--- config.mk ---
export PLATFORM = sky130hd
export DESIGN_NAME = rv_core
export DESIGN_NICKNAME = d
export VERILOG_FILES = /design/src/rv_core_pkg.sv /design/src/dec_if.sv /design/src/csr_file.sv /design/src/exu.sv /design/src/idu.sv /design/src/regfile.sv /design/src/rv_core.sv
export SDC_FILE = /design/constraint.sdc
export NUM_CORES = 2
export LEC_CHECK = 0
export BUFFER_PORTS_ARGS = -buffer_cell sky130_fd_sc_hd__buf_2
export CAP_MARGIN = 20
export CELL_PAD_IN_SITES_DETAIL_PLACEMENT = 1
export CELL_PAD_IN_SITES_GLOBAL_PLACEMENT = 2
export CORE_MARGIN = 4
export CORE_UTILIZATION = 47
export CTS_BUF_LIST = sky130_fd_sc_hd__clkbuf_4
export DETAILED_ROUTE_END_ITERATION = 8
export PLACE_DENSITY = 0.95
export SYNTH_ARGS = -nofsm -noshare
export SYNTH_HDL_FRONTEND = slang
export SYNTH_HIERARCHICAL = 1
export SYNTH_SLANG_ARGS = --single-unit
--- constraint.sdc ---
create_clock -name clk -period 16.75 [get_ports clk]
set_input_delay 2.5125 -clock clk [delete_from_list [all_inputs] [get_ports clk]]
set_output_delay 2.5125 -clock clk [all_outputs]
set_load 0.05 [all_outputs]
--- src/rv_core_pkg.sv ---
package rv_core_pkg;

	localparam int XLEN = 32; // data and address width

	// bit positions in the one-hot class vector
	localparam int INST_LUI    = 0;
	localparam int INST_AUIPC  = 1;
	localparam int INST_JAL    = 2;
	localparam int INST_JALR   = 3;
	localparam int INST_BRANCH = 4;
	localparam int INST_LOAD   = 5;
	localparam int INST_STORE  = 6;
	localparam int INST_ALUI   = 7;
	localparam int INST_ALUR   = 8;
	localparam int INST_CSR    = 9;

	localparam int NUM_CLASS = 10;

	// all zero means no-op
	typedef logic [NUM_CLASS-1:0] inst_class_t;

	typedef enum logic [3:0] {
		ALU_ADD   = 4'd0,
		ALU_SUB   = 4'd1,
		ALU_AND   = 4'd2,
		ALU_XOR   = 4'd3,
		ALU_OR    = 4'd4,
		ALU_SRL   = 4'd5,
		ALU_SRA   = 4'd6,
		ALU_SLL   = 4'd7,
		ALU_LESS  = 4'd8, // slt/slti
		ALU_ULESS = 4'd9  // sltu/sltiu
	} alu_op_t;

	typedef logic [11:0] csr_addr_t;

	// machine CSRs present in csr_file
	localparam csr_addr_t CSR_MSTATUS  = 12'h300;
	localparam csr_addr_t CSR_MTVEC    = 12'h305;
	localparam csr_addr_t CSR_MSCRATCH = 12'h340;
	localparam csr_addr_t CSR_MEPC     = 12'h341;

endpackage

--- src/dec_if.sv ---
`timescale 1ns/1ps

interface dec_if import rv_core_pkg::*; ();

	inst_class_t     cls;
	logic [4:0]      rs1;
	logic [4:0]      rs2;
	logic [4:0]      rd;
	logic [2:0]      funct3;
	logic [6:0]      funct7;
	logic [XLEN-1:0] imm;      // already sign extended for the class
	csr_addr_t       csr_addr;

	modport producer (
		output cls, rs1, rs2, rd, funct3, funct7, imm, csr_addr
	);

	modport consumer (
		input cls, rs1, rs2, rd, funct3, funct7, imm, csr_addr
	);

endinterface

--- src/csr_file.sv ---
`timescale 1ns/1ps

module csr_file import rv_core_pkg::*; (
	input  logic            clk,
	input  logic            arst_n,
	input  csr_addr_t       addr,
	input  logic            we,
	input  logic [XLEN-1:0] wdata,
	output logic [XLEN-1:0] rdata
);

	logic [XLEN-1:0] mstatus;
	logic [XLEN-1:0] mtvec;
	logic [XLEN-1:0] mepc;
	logic [XLEN-1:0] mscratch;

	always_comb begin
		case (addr)
			CSR_MSTATUS:  rdata = mstatus;
			CSR_MTVEC:    rdata = mtvec;
			CSR_MEPC:     rdata = mepc;
			CSR_MSCRATCH: rdata = mscratch;
			default:      rdata = '0; // unimplemented CSR
		endcase
	end

	always_ff @(posedge clk or negedge arst_n) begin
		if (!arst_n) begin
			mstatus  <= '0;
			mtvec    <= '0;
			mepc     <= '0;
			mscratch <= '0;
		end else if (we) begin
			case (addr)
				CSR_MSTATUS:  mstatus  <= wdata;
				CSR_MTVEC:    mtvec    <= wdata;
				CSR_MEPC:     mepc     <= wdata;
				CSR_MSCRATCH: mscratch <= wdata;
				default:      ; // write dropped
			endcase
		end
	end

endmodule

--- src/exu.sv ---
`timescale 1ns/1ps

module exu import rv_core_pkg::*; (
	dec_if.consumer         dec,
	input  logic [XLEN-1:0] src1,
	input  logic [XLEN-1:0] src2,
	input  logic [XLEN-1:0] pc,
	input  logic [XLEN-1:0] csr_val,
	output logic [XLEN-1:0] val,
	output logic [XLEN-1:0] csr_wdata,
	output logic            jump_en,
	output logic [3:0]      wmask
);

	logic [XLEN-1:0] lopd;
	logic [XLEN-1:0] ropd;
	alu_op_t         alu_op;
	logic [4:0]      shamt;
	logic [XLEN-1:0] op_diff;
	logic            op_borrow;
	logic            op_less;
	logic [XLEN-1:0] cmp_diff;
	logic            cmp_borrow;
	logic            cmp_less;
	logic            cmp_ne;
	logic            br_take;
	logic            alu_cls;

	assign alu_cls = dec.cls[INST_ALUI] | dec.cls[INST_ALUR];

	// left operand
	always_comb begin
		if (alu_cls | dec.cls[INST_JALR] | dec.cls[INST_LOAD] | dec.cls[INST_STORE])
			lopd = src1;
		else if (dec.cls[INST_LUI])
			lopd = '0;
		else
			lopd = pc; // auipc, jal, branch target
	end

	assign ropd = dec.cls[INST_ALUR] ? src2 : dec.imm;

	always_comb begin
		alu_op = ALU_ADD; // address and target math
		if (alu_cls) begin
			case (dec.funct3)
				3'b000:  alu_op = (dec.cls[INST_ALUR] & dec.funct7[5]) ? ALU_SUB : ALU_ADD;
				3'b001:  alu_op = ALU_SLL;
				3'b010:  alu_op = ALU_LESS;
				3'b011:  alu_op = ALU_ULESS;
				3'b100:  alu_op = ALU_XOR;
				3'b101:  alu_op = dec.funct7[5] ? ALU_SRA : ALU_SRL;
				3'b110:  alu_op = ALU_OR;
				default: alu_op = ALU_AND;
			endcase
		end
	end

	assign shamt = ropd[4:0];
	assign {op_borrow, op_diff} = {1'b0, lopd} - {1'b0, ropd};
	// signed less from sign bits and the difference
	assign op_less = (lopd[31] & ~ropd[31]) | (~(lopd[31] ^ ropd[31]) & op_diff[31]);

	always_comb begin
		case (alu_op)
			ALU_ADD:   val = lopd + ropd;
			ALU_SUB:   val = op_diff;
			ALU_AND:   val = lopd & ropd;
			ALU_XOR:   val = lopd ^ ropd;
			ALU_OR:    val = lopd | ropd;
			ALU_SRL:   val = lopd >> shamt;
			ALU_SRA:   val = $unsigned($signed(lopd) >>> shamt);
			ALU_SLL:   val = lopd << shamt;
			ALU_LESS:  val = {{(XLEN-1){1'b0}}, op_less};
			ALU_ULESS: val = {{(XLEN-1){1'b0}}, op_borrow};
			default:   val = '0;
		endcase
	end

	// branch compare runs on the registers, not on the adder
	assign {cmp_borrow, cmp_diff} = {1'b0, src1} - {1'b0, src2};
	assign cmp_less = (src1[31] & ~src2[31]) | (~(src1[31] ^ src2[31]) & cmp_diff[31]);
	assign cmp_ne   = |cmp_diff;

	always_comb begin
		case (dec.funct3)
			3'b000:  br_take = ~cmp_ne;     // beq
			3'b001:  br_take = cmp_ne;      // bne
			3'b100:  br_take = cmp_less;    // blt
			3'b101:  br_take = ~cmp_less;   // bge
			3'b110:  br_take = cmp_borrow;  // bltu
			3'b111:  br_take = ~cmp_borrow; // bgeu
			default: br_take = 1'b0;
		endcase
	end

	assign jump_en = dec.cls[INST_JAL] | dec.cls[INST_JALR] | (dec.cls[INST_BRANCH] & br_take);

	always_comb begin
		case (dec.funct3[1:0])
			2'b00:   wmask = 4'h1; // sb
			2'b01:   wmask = 4'h3; // sh
			2'b10:   wmask = 4'hf; // sw
			default: wmask = 4'h0;
		endcase
	end

	always_comb begin
		case (dec.funct3)
			3'b001:  csr_wdata = src1;           // csrrw
			3'b010:  csr_wdata = src1 | csr_val; // csrrs
			default: csr_wdata = '0;
		endcase
	end

	always_comb begin
		a_no_mem_jump: assert final (!(jump_en && (dec.cls[INST_LOAD] || dec.cls[INST_STORE])))
			else $error("exu jump_en raised for a memory instruction");
	end

endmodule

--- src/idu.sv ---
`timescale 1ns/1ps

module idu import rv_core_pkg::*; #(
	parameter int NUM_REGS = 32
) (
	input  logic [31:0] instr,
	dec_if.producer     dec
);

	localparam logic [6:0] OPC_LUI    = 7'b0110111;
	localparam logic [6:0] OPC_AUIPC  = 7'b0010111;
	localparam logic [6:0] OPC_JAL    = 7'b1101111;
	localparam logic [6:0] OPC_JALR   = 7'b1100111;
	localparam logic [6:0] OPC_BRANCH = 7'b1100011;
	localparam logic [6:0] OPC_LOAD   = 7'b0000011;
	localparam logic [6:0] OPC_STORE  = 7'b0100011;
	localparam logic [6:0] OPC_ALUI   = 7'b0010011;
	localparam logic [6:0] OPC_ALUR   = 7'b0110011;
	localparam logic [6:0] OPC_SYSTEM = 7'b1110011;

	logic [6:0]      opcode;
	inst_class_t     cls;
	logic [XLEN-1:0] imm_i;
	logic [XLEN-1:0] imm_s;
	logic [XLEN-1:0] imm_b;
	logic [XLEN-1:0] imm_u;
	logic [XLEN-1:0] imm_j;
	logic [XLEN-1:0] imm;

	assign opcode = instr[6:0];

	always_comb begin
		cls = '0;
		case (opcode)
			OPC_LUI:    cls[INST_LUI]    = 1'b1;
			OPC_AUIPC:  cls[INST_AUIPC]  = 1'b1;
			OPC_JAL:    cls[INST_JAL]    = 1'b1;
			OPC_JALR:   cls[INST_JALR]   = 1'b1;
			OPC_BRANCH: cls[INST_BRANCH] = 1'b1;
			OPC_LOAD:   cls[INST_LOAD]   = 1'b1;
			OPC_STORE:  cls[INST_STORE]  = 1'b1;
			OPC_ALUI:   cls[INST_ALUI]   = 1'b1;
			OPC_ALUR:   cls[INST_ALUR]   = 1'b1;
			OPC_SYSTEM: cls[INST_CSR]    = 1'b1;
			default:    cls = '0; // unknown opcode runs as a no-op
		endcase
	end

	// immediate formats
	assign imm_i = {{20{instr[31]}}, instr[31:20]};
	assign imm_s = {{20{instr[31]}}, instr[31:25], instr[11:7]};
	assign imm_b = {{19{instr[31]}}, instr[31], instr[7], instr[30:25], instr[11:8], 1'b0};
	assign imm_u = {instr[31:12], 12'b0};
	assign imm_j = {{11{instr[31]}}, instr[31], instr[19:12], instr[20], instr[30:21], 1'b0};

	always_comb begin
		if (cls[INST_LUI] | cls[INST_AUIPC])
			imm = imm_u;
		else if (cls[INST_JAL])
			imm = imm_j;
		else if (cls[INST_BRANCH])
			imm = imm_b;
		else if (cls[INST_STORE])
			imm = imm_s;
		else if (cls[INST_JALR] | cls[INST_LOAD] | cls[INST_ALUI] | cls[INST_CSR])
			imm = imm_i;
		else
			imm = '0;
	end

	assign dec.cls      = cls;
	assign dec.rs1      = instr[19:15];
	assign dec.rs2      = instr[24:20];
	assign dec.rd       = instr[11:7];
	assign dec.funct3   = instr[14:12];
	assign dec.funct7   = instr[31:25];
	assign dec.imm      = imm;
	assign dec.csr_addr = instr[31:20];

	// only fields that are really register indices are range checked
	always_comb begin
		a_cls_onehot: assert final ($onehot0(cls))
			else $error("idu class vector not one-hot: %b", cls);
		a_rs_range: assert final (
			(!(cls[INST_JALR] | cls[INST_BRANCH] | cls[INST_LOAD] | cls[INST_STORE] |
			cls[INST_ALUI] | cls[INST_ALUR] | cls[INST_CSR]) || instr[19:15] < NUM_REGS) &&
			(!(cls[INST_BRANCH] | cls[INST_STORE] | cls[INST_ALUR]) ||
			instr[24:20] < NUM_REGS))
			else $error("idu source register out of range");
		a_rd_range: assert final (
			(cls & ~(inst_class_t'(1) << INST_BRANCH | inst_class_t'(1) << INST_STORE)) == '0 ||
			instr[11:7] < NUM_REGS)
			else $error("idu rd out of range: %0d", instr[11:7]);
	end

endmodule

--- src/regfile.sv ---
`timescale 1ns/1ps

module regfile import rv_core_pkg::*; #(
	parameter int NUM_REGS = 32
) (
	input  logic            clk,
	input  logic            arst_n,
	input  logic [4:0]      rs1,
	input  logic [4:0]      rs2,
	input  logic [4:0]      rd,
	input  logic            we,
	input  logic [XLEN-1:0] wdata,
	output logic [XLEN-1:0] rdata1,
	output logic [XLEN-1:0] rdata2
);

	localparam int IW = $clog2(NUM_REGS);

	logic [XLEN-1:0] regs [NUM_REGS];

	assign rdata1 = regs[rs1[IW-1:0]];
	assign rdata2 = regs[rs2[IW-1:0]];

	always_ff @(posedge clk or negedge arst_n) begin
		if (!arst_n) begin
			for (int i = 0; i < NUM_REGS; i++)
				regs[i] <= '0;
		end else if (we && rd[IW-1:0] != '0) begin // x0 stays zero
			regs[rd[IW-1:0]] <= wdata;
		end
	end

	a_x0_zero: assert property (@(posedge clk) disable iff (!arst_n)
		(rs1 == 5'd0 |-> rdata1 == '0) and (rs2 == 5'd0 |-> rdata2 == '0))
		else $error("regfile x0 read nonzero");

endmodule

--- src/rv_core.sv ---
`timescale 1ns/1ps

module rv_core import rv_core_pkg::*; #(
	parameter int              NUM_REGS = 32,
	parameter logic [XLEN-1:0] RESET_PC = 32'h0000_0000
) (
	input  logic            clk,
	input  logic            arst_n,
	output logic [XLEN-1:0] imem_addr,
	input  logic [XLEN-1:0] imem_rdata,
	output logic [XLEN-1:0] dmem_addr,
	output logic [XLEN-1:0] dmem_wdata,
	output logic [3:0]      dmem_wmask,
	output logic            dmem_we,
	input  logic [XLEN-1:0] dmem_rdata
);

	logic [XLEN-1:0] pc;
	logic [XLEN-1:0] pc_plus4;
	logic [XLEN-1:0] pc_next;
	logic [XLEN-1:0] jump_target;
	logic [XLEN-1:0] src1;
	logic [XLEN-1:0] src2;
	logic [XLEN-1:0] exu_val;
	logic [XLEN-1:0] csr_val;
	logic [XLEN-1:0] csr_wdata;
	logic [XLEN-1:0] wb_val;
	logic            jump_en;
	logic [3:0]      wmask;
	logic            rd_we;
	logic            csr_we;

	dec_if dec ();

	idu #(.NUM_REGS(NUM_REGS)) u_idu (
		.instr (imem_rdata),
		.dec   (dec)
	);

	exu u_exu (
		.dec       (dec),
		.src1      (src1),
		.src2      (src2),
		.pc        (pc),
		.csr_val   (csr_val),
		.val       (exu_val),
		.csr_wdata (csr_wdata),
		.jump_en   (jump_en),
		.wmask     (wmask)
	);

	regfile #(.NUM_REGS(NUM_REGS)) u_regfile (
		.clk    (clk),
		.arst_n (arst_n),
		.rs1    (dec.rs1),
		.rs2    (dec.rs2),
		.rd     (dec.rd),
		.we     (rd_we),
		.wdata  (wb_val),
		.rdata1 (src1),
		.rdata2 (src2)
	);

	csr_file u_csr_file (
		.clk    (clk),
		.arst_n (arst_n),
		.addr   (dec.csr_addr),
		.we     (csr_we),
		.wdata  (csr_wdata),
		.rdata  (csr_val)
	);

	always_ff @(posedge clk or negedge arst_n) begin
		if (!arst_n) begin
			pc <= RESET_PC;
		end else begin
			pc <= pc_next;
		end
	end

	assign pc_plus4    = pc + 32'd4;
	assign jump_target = {exu_val[XLEN-1:1], exu_val[0] & ~dec.cls[INST_JALR]}; // jalr clears bit 0
	assign pc_next     = jump_en ? jump_target : pc_plus4;
	assign imem_addr   = pc;

	always_comb begin
		if (dec.cls[INST_JAL] | dec.cls[INST_JALR])
			wb_val = pc_plus4; // link
		else if (dec.cls[INST_LOAD])
			wb_val = dmem_rdata;
		else if (dec.cls[INST_CSR])
			wb_val = csr_val; // old value
		else
			wb_val = exu_val;
	end

	assign rd_we = ~(dec.cls[INST_BRANCH] | dec.cls[INST_STORE]) & (|dec.cls);
	assign csr_we = dec.cls[INST_CSR] & (dec.funct3 == 3'b001 || dec.funct3 == 3'b010);

	assign dmem_addr  = exu_val;
	assign dmem_wdata = src2; // low lanes, not shifted
	assign dmem_wmask = wmask;
	assign dmem_we    = arst_n & dec.cls[INST_STORE]; // no store while in reset

	a_we_mask: assert property (@(posedge clk) disable iff (!arst_n)
		dmem_we |-> dmem_wmask != 4'h0)
		else $error("store with empty byte mask at pc %h", pc);

endmodule

Word-level counts from Yosys, hierarchy flattened
Cells that the tools add are included.
- register bits: 1184
- word-level logic and storage cells: 174
- bits of input ports: 66
- add/subtract/negate cells: 4
- reductions and logical operators: 13
- bitwise gates (word level): 41
- equal/unequal tests: 32
- shift operators: 3
- $lt $le $gt $ge: 4
- multiplexer cells: 40
- operators with widths (kind ; count):
    1024-bit bitwise mux ; 1
    32-bit 2-to-1 mux ; 17
    32-bit binary-select mux with 5-bit select ; 2
    32-bit one-hot mux with 10 select lines ; 1
    32-bit demux with 5-bit select ; 1
    32-bit one-hot mux with 4 select lines ; 1
    32-bit by 32-bit subtractor with 33-bit output ; 2
    32-bit OR ; 2
    32-bit one-hot mux with 2 select lines ; 1
    12-bit by 10-bit == test with 1-bit output (second input constant) ; 4
    32-bit by 3-bit adder with 32-bit output (second input constant) ; 1
    32-bit adder ; 1
    32-bit bitwise AND ; 1
    32-bit OR reduction ; 1
    32-bit by 5-bit << shifter with 32-bit output ; 1
    32-bit by 5-bit >> shifter with 32-bit output ; 1
    32-bit by 5-bit >>> shifter with 32-bit output ; 1
    32-bit XOR ; 1
    7-bit == test (second input constant) ; 4
    4-bit one-hot mux with 7 select lines ; 1
    7-bit by 6-bit == test with 1-bit output (second input constant) ; 3
    6-bit >= comparator (second input constant) ; 3
    5-bit inverter with 6-bit output ; 3
    4-bit by 3-bit == test with 1-bit output (second input constant) ; 4
    28 further kinds ; 79

Logic depth before layout (Yosys ltp)
- word-level depth: 20
- gate-level depth with buffers: 37

Modules after synthesis
Netlist, hierarchy kept.
- modules (own cells, without submodules) (module ; area each (sq um) ; times used ; cells an instance):
    regfile ; 55525.8 ; 1 ; 4601
    exu ; 12563.3 ; 1 ; 1918
    csr_file ; 6372.4 ; 1 ; 509
    rv_core ; 2917.8 ; 1 ; 364
    idu ; 895.9 ; 1 ; 134

Worst setup path before layout
OpenSTA, ideal clock, no wires.
- kind: input to output
- start point: input imem_rdata[21]
- end point: output dmem_addr[28]
- path slack: 5.015 ns
- data arrival time: 9.222 ns
- data required time: 14.237 ns
- cell stages on the path: 26
- cell sequence: buf_4 > buf_2 > buf_4 > buf_2 > buf_2 > mux2i_1 > nand2_1 > a31oi_1 > nand3_1 > mux2_2 > buf_2 > buf_2 > buf_1 > clkbuf_1 > ha_1 > fa_1 > nor2b_1 > o21bai_1 > a2111oi_0 > o211ai_1 > a21oi_1 > o21ai_0 > a21oi_1 > a2111oi_0 > o31a_1 > o31ai_1
- RTL lines (item ; RTL line ; source):
    start, declared ; rv_core.sv:10 ; input logic [XLEN-1:0] imem_rdata,
    5-bit inverter with 6-bit output (not written as such) (*) ; regfile.sv:22 ; assign rdata2 = regs[rs2[IW-1:0]];
    32-bit binary-select mux with 5-bit select (*) ; regfile.sv:22 ;
    32-bit 2-to-1 mux (not written as such) (*) (2 in series) ; regfile.sv:22 ;
    via dmem_wdata[0] ; rv_core.sv:12 ; output logic [XLEN-1:0] dmem_wdata,
    32-bit 2-to-1 mux (*) ; exu.sv:41 ; assign ropd = dec.cls[INST_ALUR] ? src2 : dec.imm;
    32-bit by 32-bit subtractor with 33-bit output (tied with other cells) ; exu.sv:60 ; assign {op_borrow, op_diff} = {1'b0, lopd} - {1'b0, ropd};
    32-bit one-hot mux with 10 select lines (*) ; exu.sv:65 ; case (alu_op)
    end, declared ; rv_core.sv:11 ; output logic [XLEN-1:0] dmem_addr,
Mark *: on every way through the listed nets, which the timed path passes. The rest lies on a longest branch. The select of a mux whose other input is x is not followed.

Final worst setup path
- start point: input imem_rdata[16]
- end point: output dmem_addr[31]
- longest elaborated chain between the ends: 7
- ends and longest elaborated chain (item ; RTL line ; source):
    5-bit inverter with 6-bit output (not written as such) (*) ; regfile.sv:21 ; assign rdata1 = regs[rs1[IW-1:0]];
    32-bit binary-select mux with 5-bit select (*) ; regfile.sv:21 ;
    32-bit 2-to-1 mux (not written as such) (*) (2 in series) ; regfile.sv:21 ;
    via src1[17] ; rv_core.sv:22 ; logic [XLEN-1:0] src1;
    32-bit 2-to-1 mux (*) ; exu.sv:33 ; if (alu_cls | dec.cls[INST_JALR] | dec.cls[INST_LOAD] | dec.cls[INST_STORE])
    32-bit by 32-bit subtractor with 33-bit output (tied with other cells) ; exu.sv:60 ;
    32-bit one-hot mux with 10 select lines (*) ; exu.sv:65 ;
Marks and branches as above.

==> impl_metrics.csv <==
group,metric,value,unit
routing,wl_met2,146,mm
synthesis,netlist_area,78200,um^2
pwr,power_density,102,nW/um^2
finish,syn2layout_area_growth,8.34,%
pwr,p_sw_share,39.0,%
grt,grt_pass1_wl,480,mm
grt,track_usage,36.9,%
cts,cts-root-buf,"clkbuf_4",
timing,rsz0062_at_grt,"no",
synthesis,yosysWarnings,6,
grt,grt_max_degree,178,
setup_path,slowest_stage,"nand3_1",
pwr,p_leak,41.1,nW
synthesis,synth_nets,7727,
routing,met1Wirelength,134,mm
floorplanning,io_pins,167,
routing,drtPass1Iterations,6,
synthesis,synthCells,7520,
cts,cts_setup_buffers,0,
routing,dr.max_layer_used,"met5",
setup_path,worst_ep_arrival_time,10.82,ns
floorplanning,die_x,416,um
cts,clk_path_buf_depth,4,
timing,setup_tns,0,ns
routing,wl,334,mm
cts,cts-resized-gates,0,
cts,clk_latency,1.42,ns
cts,cts_tree,"built",
timing,clock_skew,0.164,ns
setup_path,critPathMaxFanout,95,
placed_design,numPortBuffers,166,
floorplanning,coreArea,165000,um^2
finish,stdcell_area,84800,um^2
hold_path,hold_class,"reg -> reg",
timing,hold_viol,0,
timing,timing.final.crit_period,13.34,ns
routing,wl_per_cell,33.6,um
floorplanning,initial_core_util,47.4,%
finish,drive_gt1_share,28.5,%
routing,drc,0,
floorplanning,design.die.area,173000,um^2
cts,numCtsBuffers,345,
timing,slew_headroom,16.0,%
setup_path,cpPeakStageDelay,0.65,ns
floorplanning,die_y,416,um
flow_run,maxCapViolations,0,
setup_path,cp-end-kind,"output port",
setup_path,cp-start-kind,"primary input",
timing,finalCritPeriodShare,79.6,%
floorplanning,fp-row-count,149,
pwr,comb_power_share,30.9,%
pwr,p_int,5.29,mW
timing,fin_hold_ws,0.398,ns
synthesis,avgSynthCellArea,10.4,um^2
pwr,p_sw,3.38,mW
setup_path,worstPathRequired,14.24,ns
cts,cts_hold_buf,0,
routing,vias,67600,
placed_design,dpl.hpwl,215,mm
setup_path,rrSetupSlack,7.43,ns
routing,wl_met3,31.7,mm
placed_design,routabilityCongestion,1.02,
placed_design,dpl-instance-area,80500,um^2
pwr,vdd_ir_drop_max,75.5,uV
pwr,seq_power_share,37.6,%
timing,fmax,0.0750,GHz
cts,htreeDepth,5,
grt,overflow,0,
routing,drt-initial-drc-count,7311,
setup_path,crit_type,"in -> out",
cts,cts.sinks,1184,
routing,antenna_left,0,
finish,fillers,18000,
grt,antenna_found_initial,25,
timing,drv_slew,0,
timing,finalSetupViolCount,0,
grt,grt_pass1_vias,70300,
run_status,status,"complete, no violations",
finish,layout.nets,7702,
pwr,p_clk_share,31.6,%
timing,worst_pin_slew,1.25,ns
routing,vias_per_cell,6.81,
cts,clk_pin_slew,0.06,ns
==> layer usage <==
layer	up-vias	global-route usage, %
li1	27800	-
met1	35100	47.7
met2	3646	55.8
met3	1075	9.33
met4	10	22.4
met5	-	0
==> stage by stage <==
step                      std cells  setup slack (ns)  total power, mW  utilization, %
after floorplan                7520              5.02             4.87               -
after global placement         9329              3.90             5.76            48.7
after detailed placement       9333              3.71             5.84            48.7
after CTS                      9904              3.74             8.58            51.2
after global routing           9923              3.21             9.01            51.3
final                          9930              3.41             8.67            51.3
==> cell usage in the layout, fill, tap and decap left out, drive strengths merged, types with 14 or more instances in the layout <==
master / n
dfrtp: 1184
nor2b: 35
clkinv: 60
inv: 155
o21a: 28
nor2: 277
a21oi: 426
a22oi: 209
nand2: 437
nor3b: 43
or3: 18
buf: 345
o22ai: 27
nand4: 28
nor4b: 16
clkbuf: 505
nand3: 277
mux2: 1229
xnor2: 24
mux2i: 1202
or2: 14
o31ai: 24
a31oi: 105
o21ai: 170
a211oi: 46
a22o: 135
or4: 18
ha: 136
o211ai: 58
nor3: 109
o221ai: 22
a21o: 44
o21bai: 16
and2: 24
nand2b: 28
nor4: 18
diode: 22
and3: 49
==> flip-flops by register name, indices dropped and copies added, names as in the netlist <==
register             cells
u_csr_file/mstatus      32
u_csr_file/mtvec        32
u_csr_file/mepc         32
u_csr_file/mscratch     32
imem_addr               32
u_regfile/regs        1024
==> power by group through the flow <==
stage	sequential, mW	combinational [mW]	clock [mW]
after floorplan	3.29	1.58	0
after global placement	3.27	2.49	0
after CTS	3.24	2.57	2.77
final	3.26	2.68	2.74
after detailed placement	3.30	2.55	0
after global routing	3.27	2.79	2.94
==> area by class of cell <==
cell class	instances	area, um^2	area share [%]
multi-input combinational	5468	45100	53.2
inverter	151	567	0.669
tap	2189	2740	3.23
timing repair buffer	345	2560	3.03
clock inverter	66	313	0.369
antenna	22	55.1	0.0650
sequential	1184	29600	35.0
clock buffer	505	3790	4.47
==> critical path, delay by kind of cell <==
kind                       cells  cell delay [ns]
AOI/OAI and AO/OA             13             3.26
and+or+nand+nor                6             1.87
buffers and inverters          4             1.45
adders and majority gates      2             0.93
muxes                          1             0.35
==> path summary, 6_finish.rpt <==
| kind | startpoint | to | cells after the start |
|---|---|---|---|
| worst max-delay path | imem_rdata[16] | dmem_addr[31] | 26 |
| worst min-delay path | u_regfile/regs[1015] | u_regfile/regs[1015] | 0 |
| worst max register to register | u_regfile/regs[996] | imem_addr[0] | 31 |
| worst min register to register | u_regfile/regs[1015] | u_regfile/regs[1015] | 0 |
| max in group asynchronous | arst_n | u_regfile/regs[59] | 6 |
| min in group asynchronous | arst_n | u_regfile/regs[777] | 1 |
No activity file was read; power rests on OpenSTA's default activity.
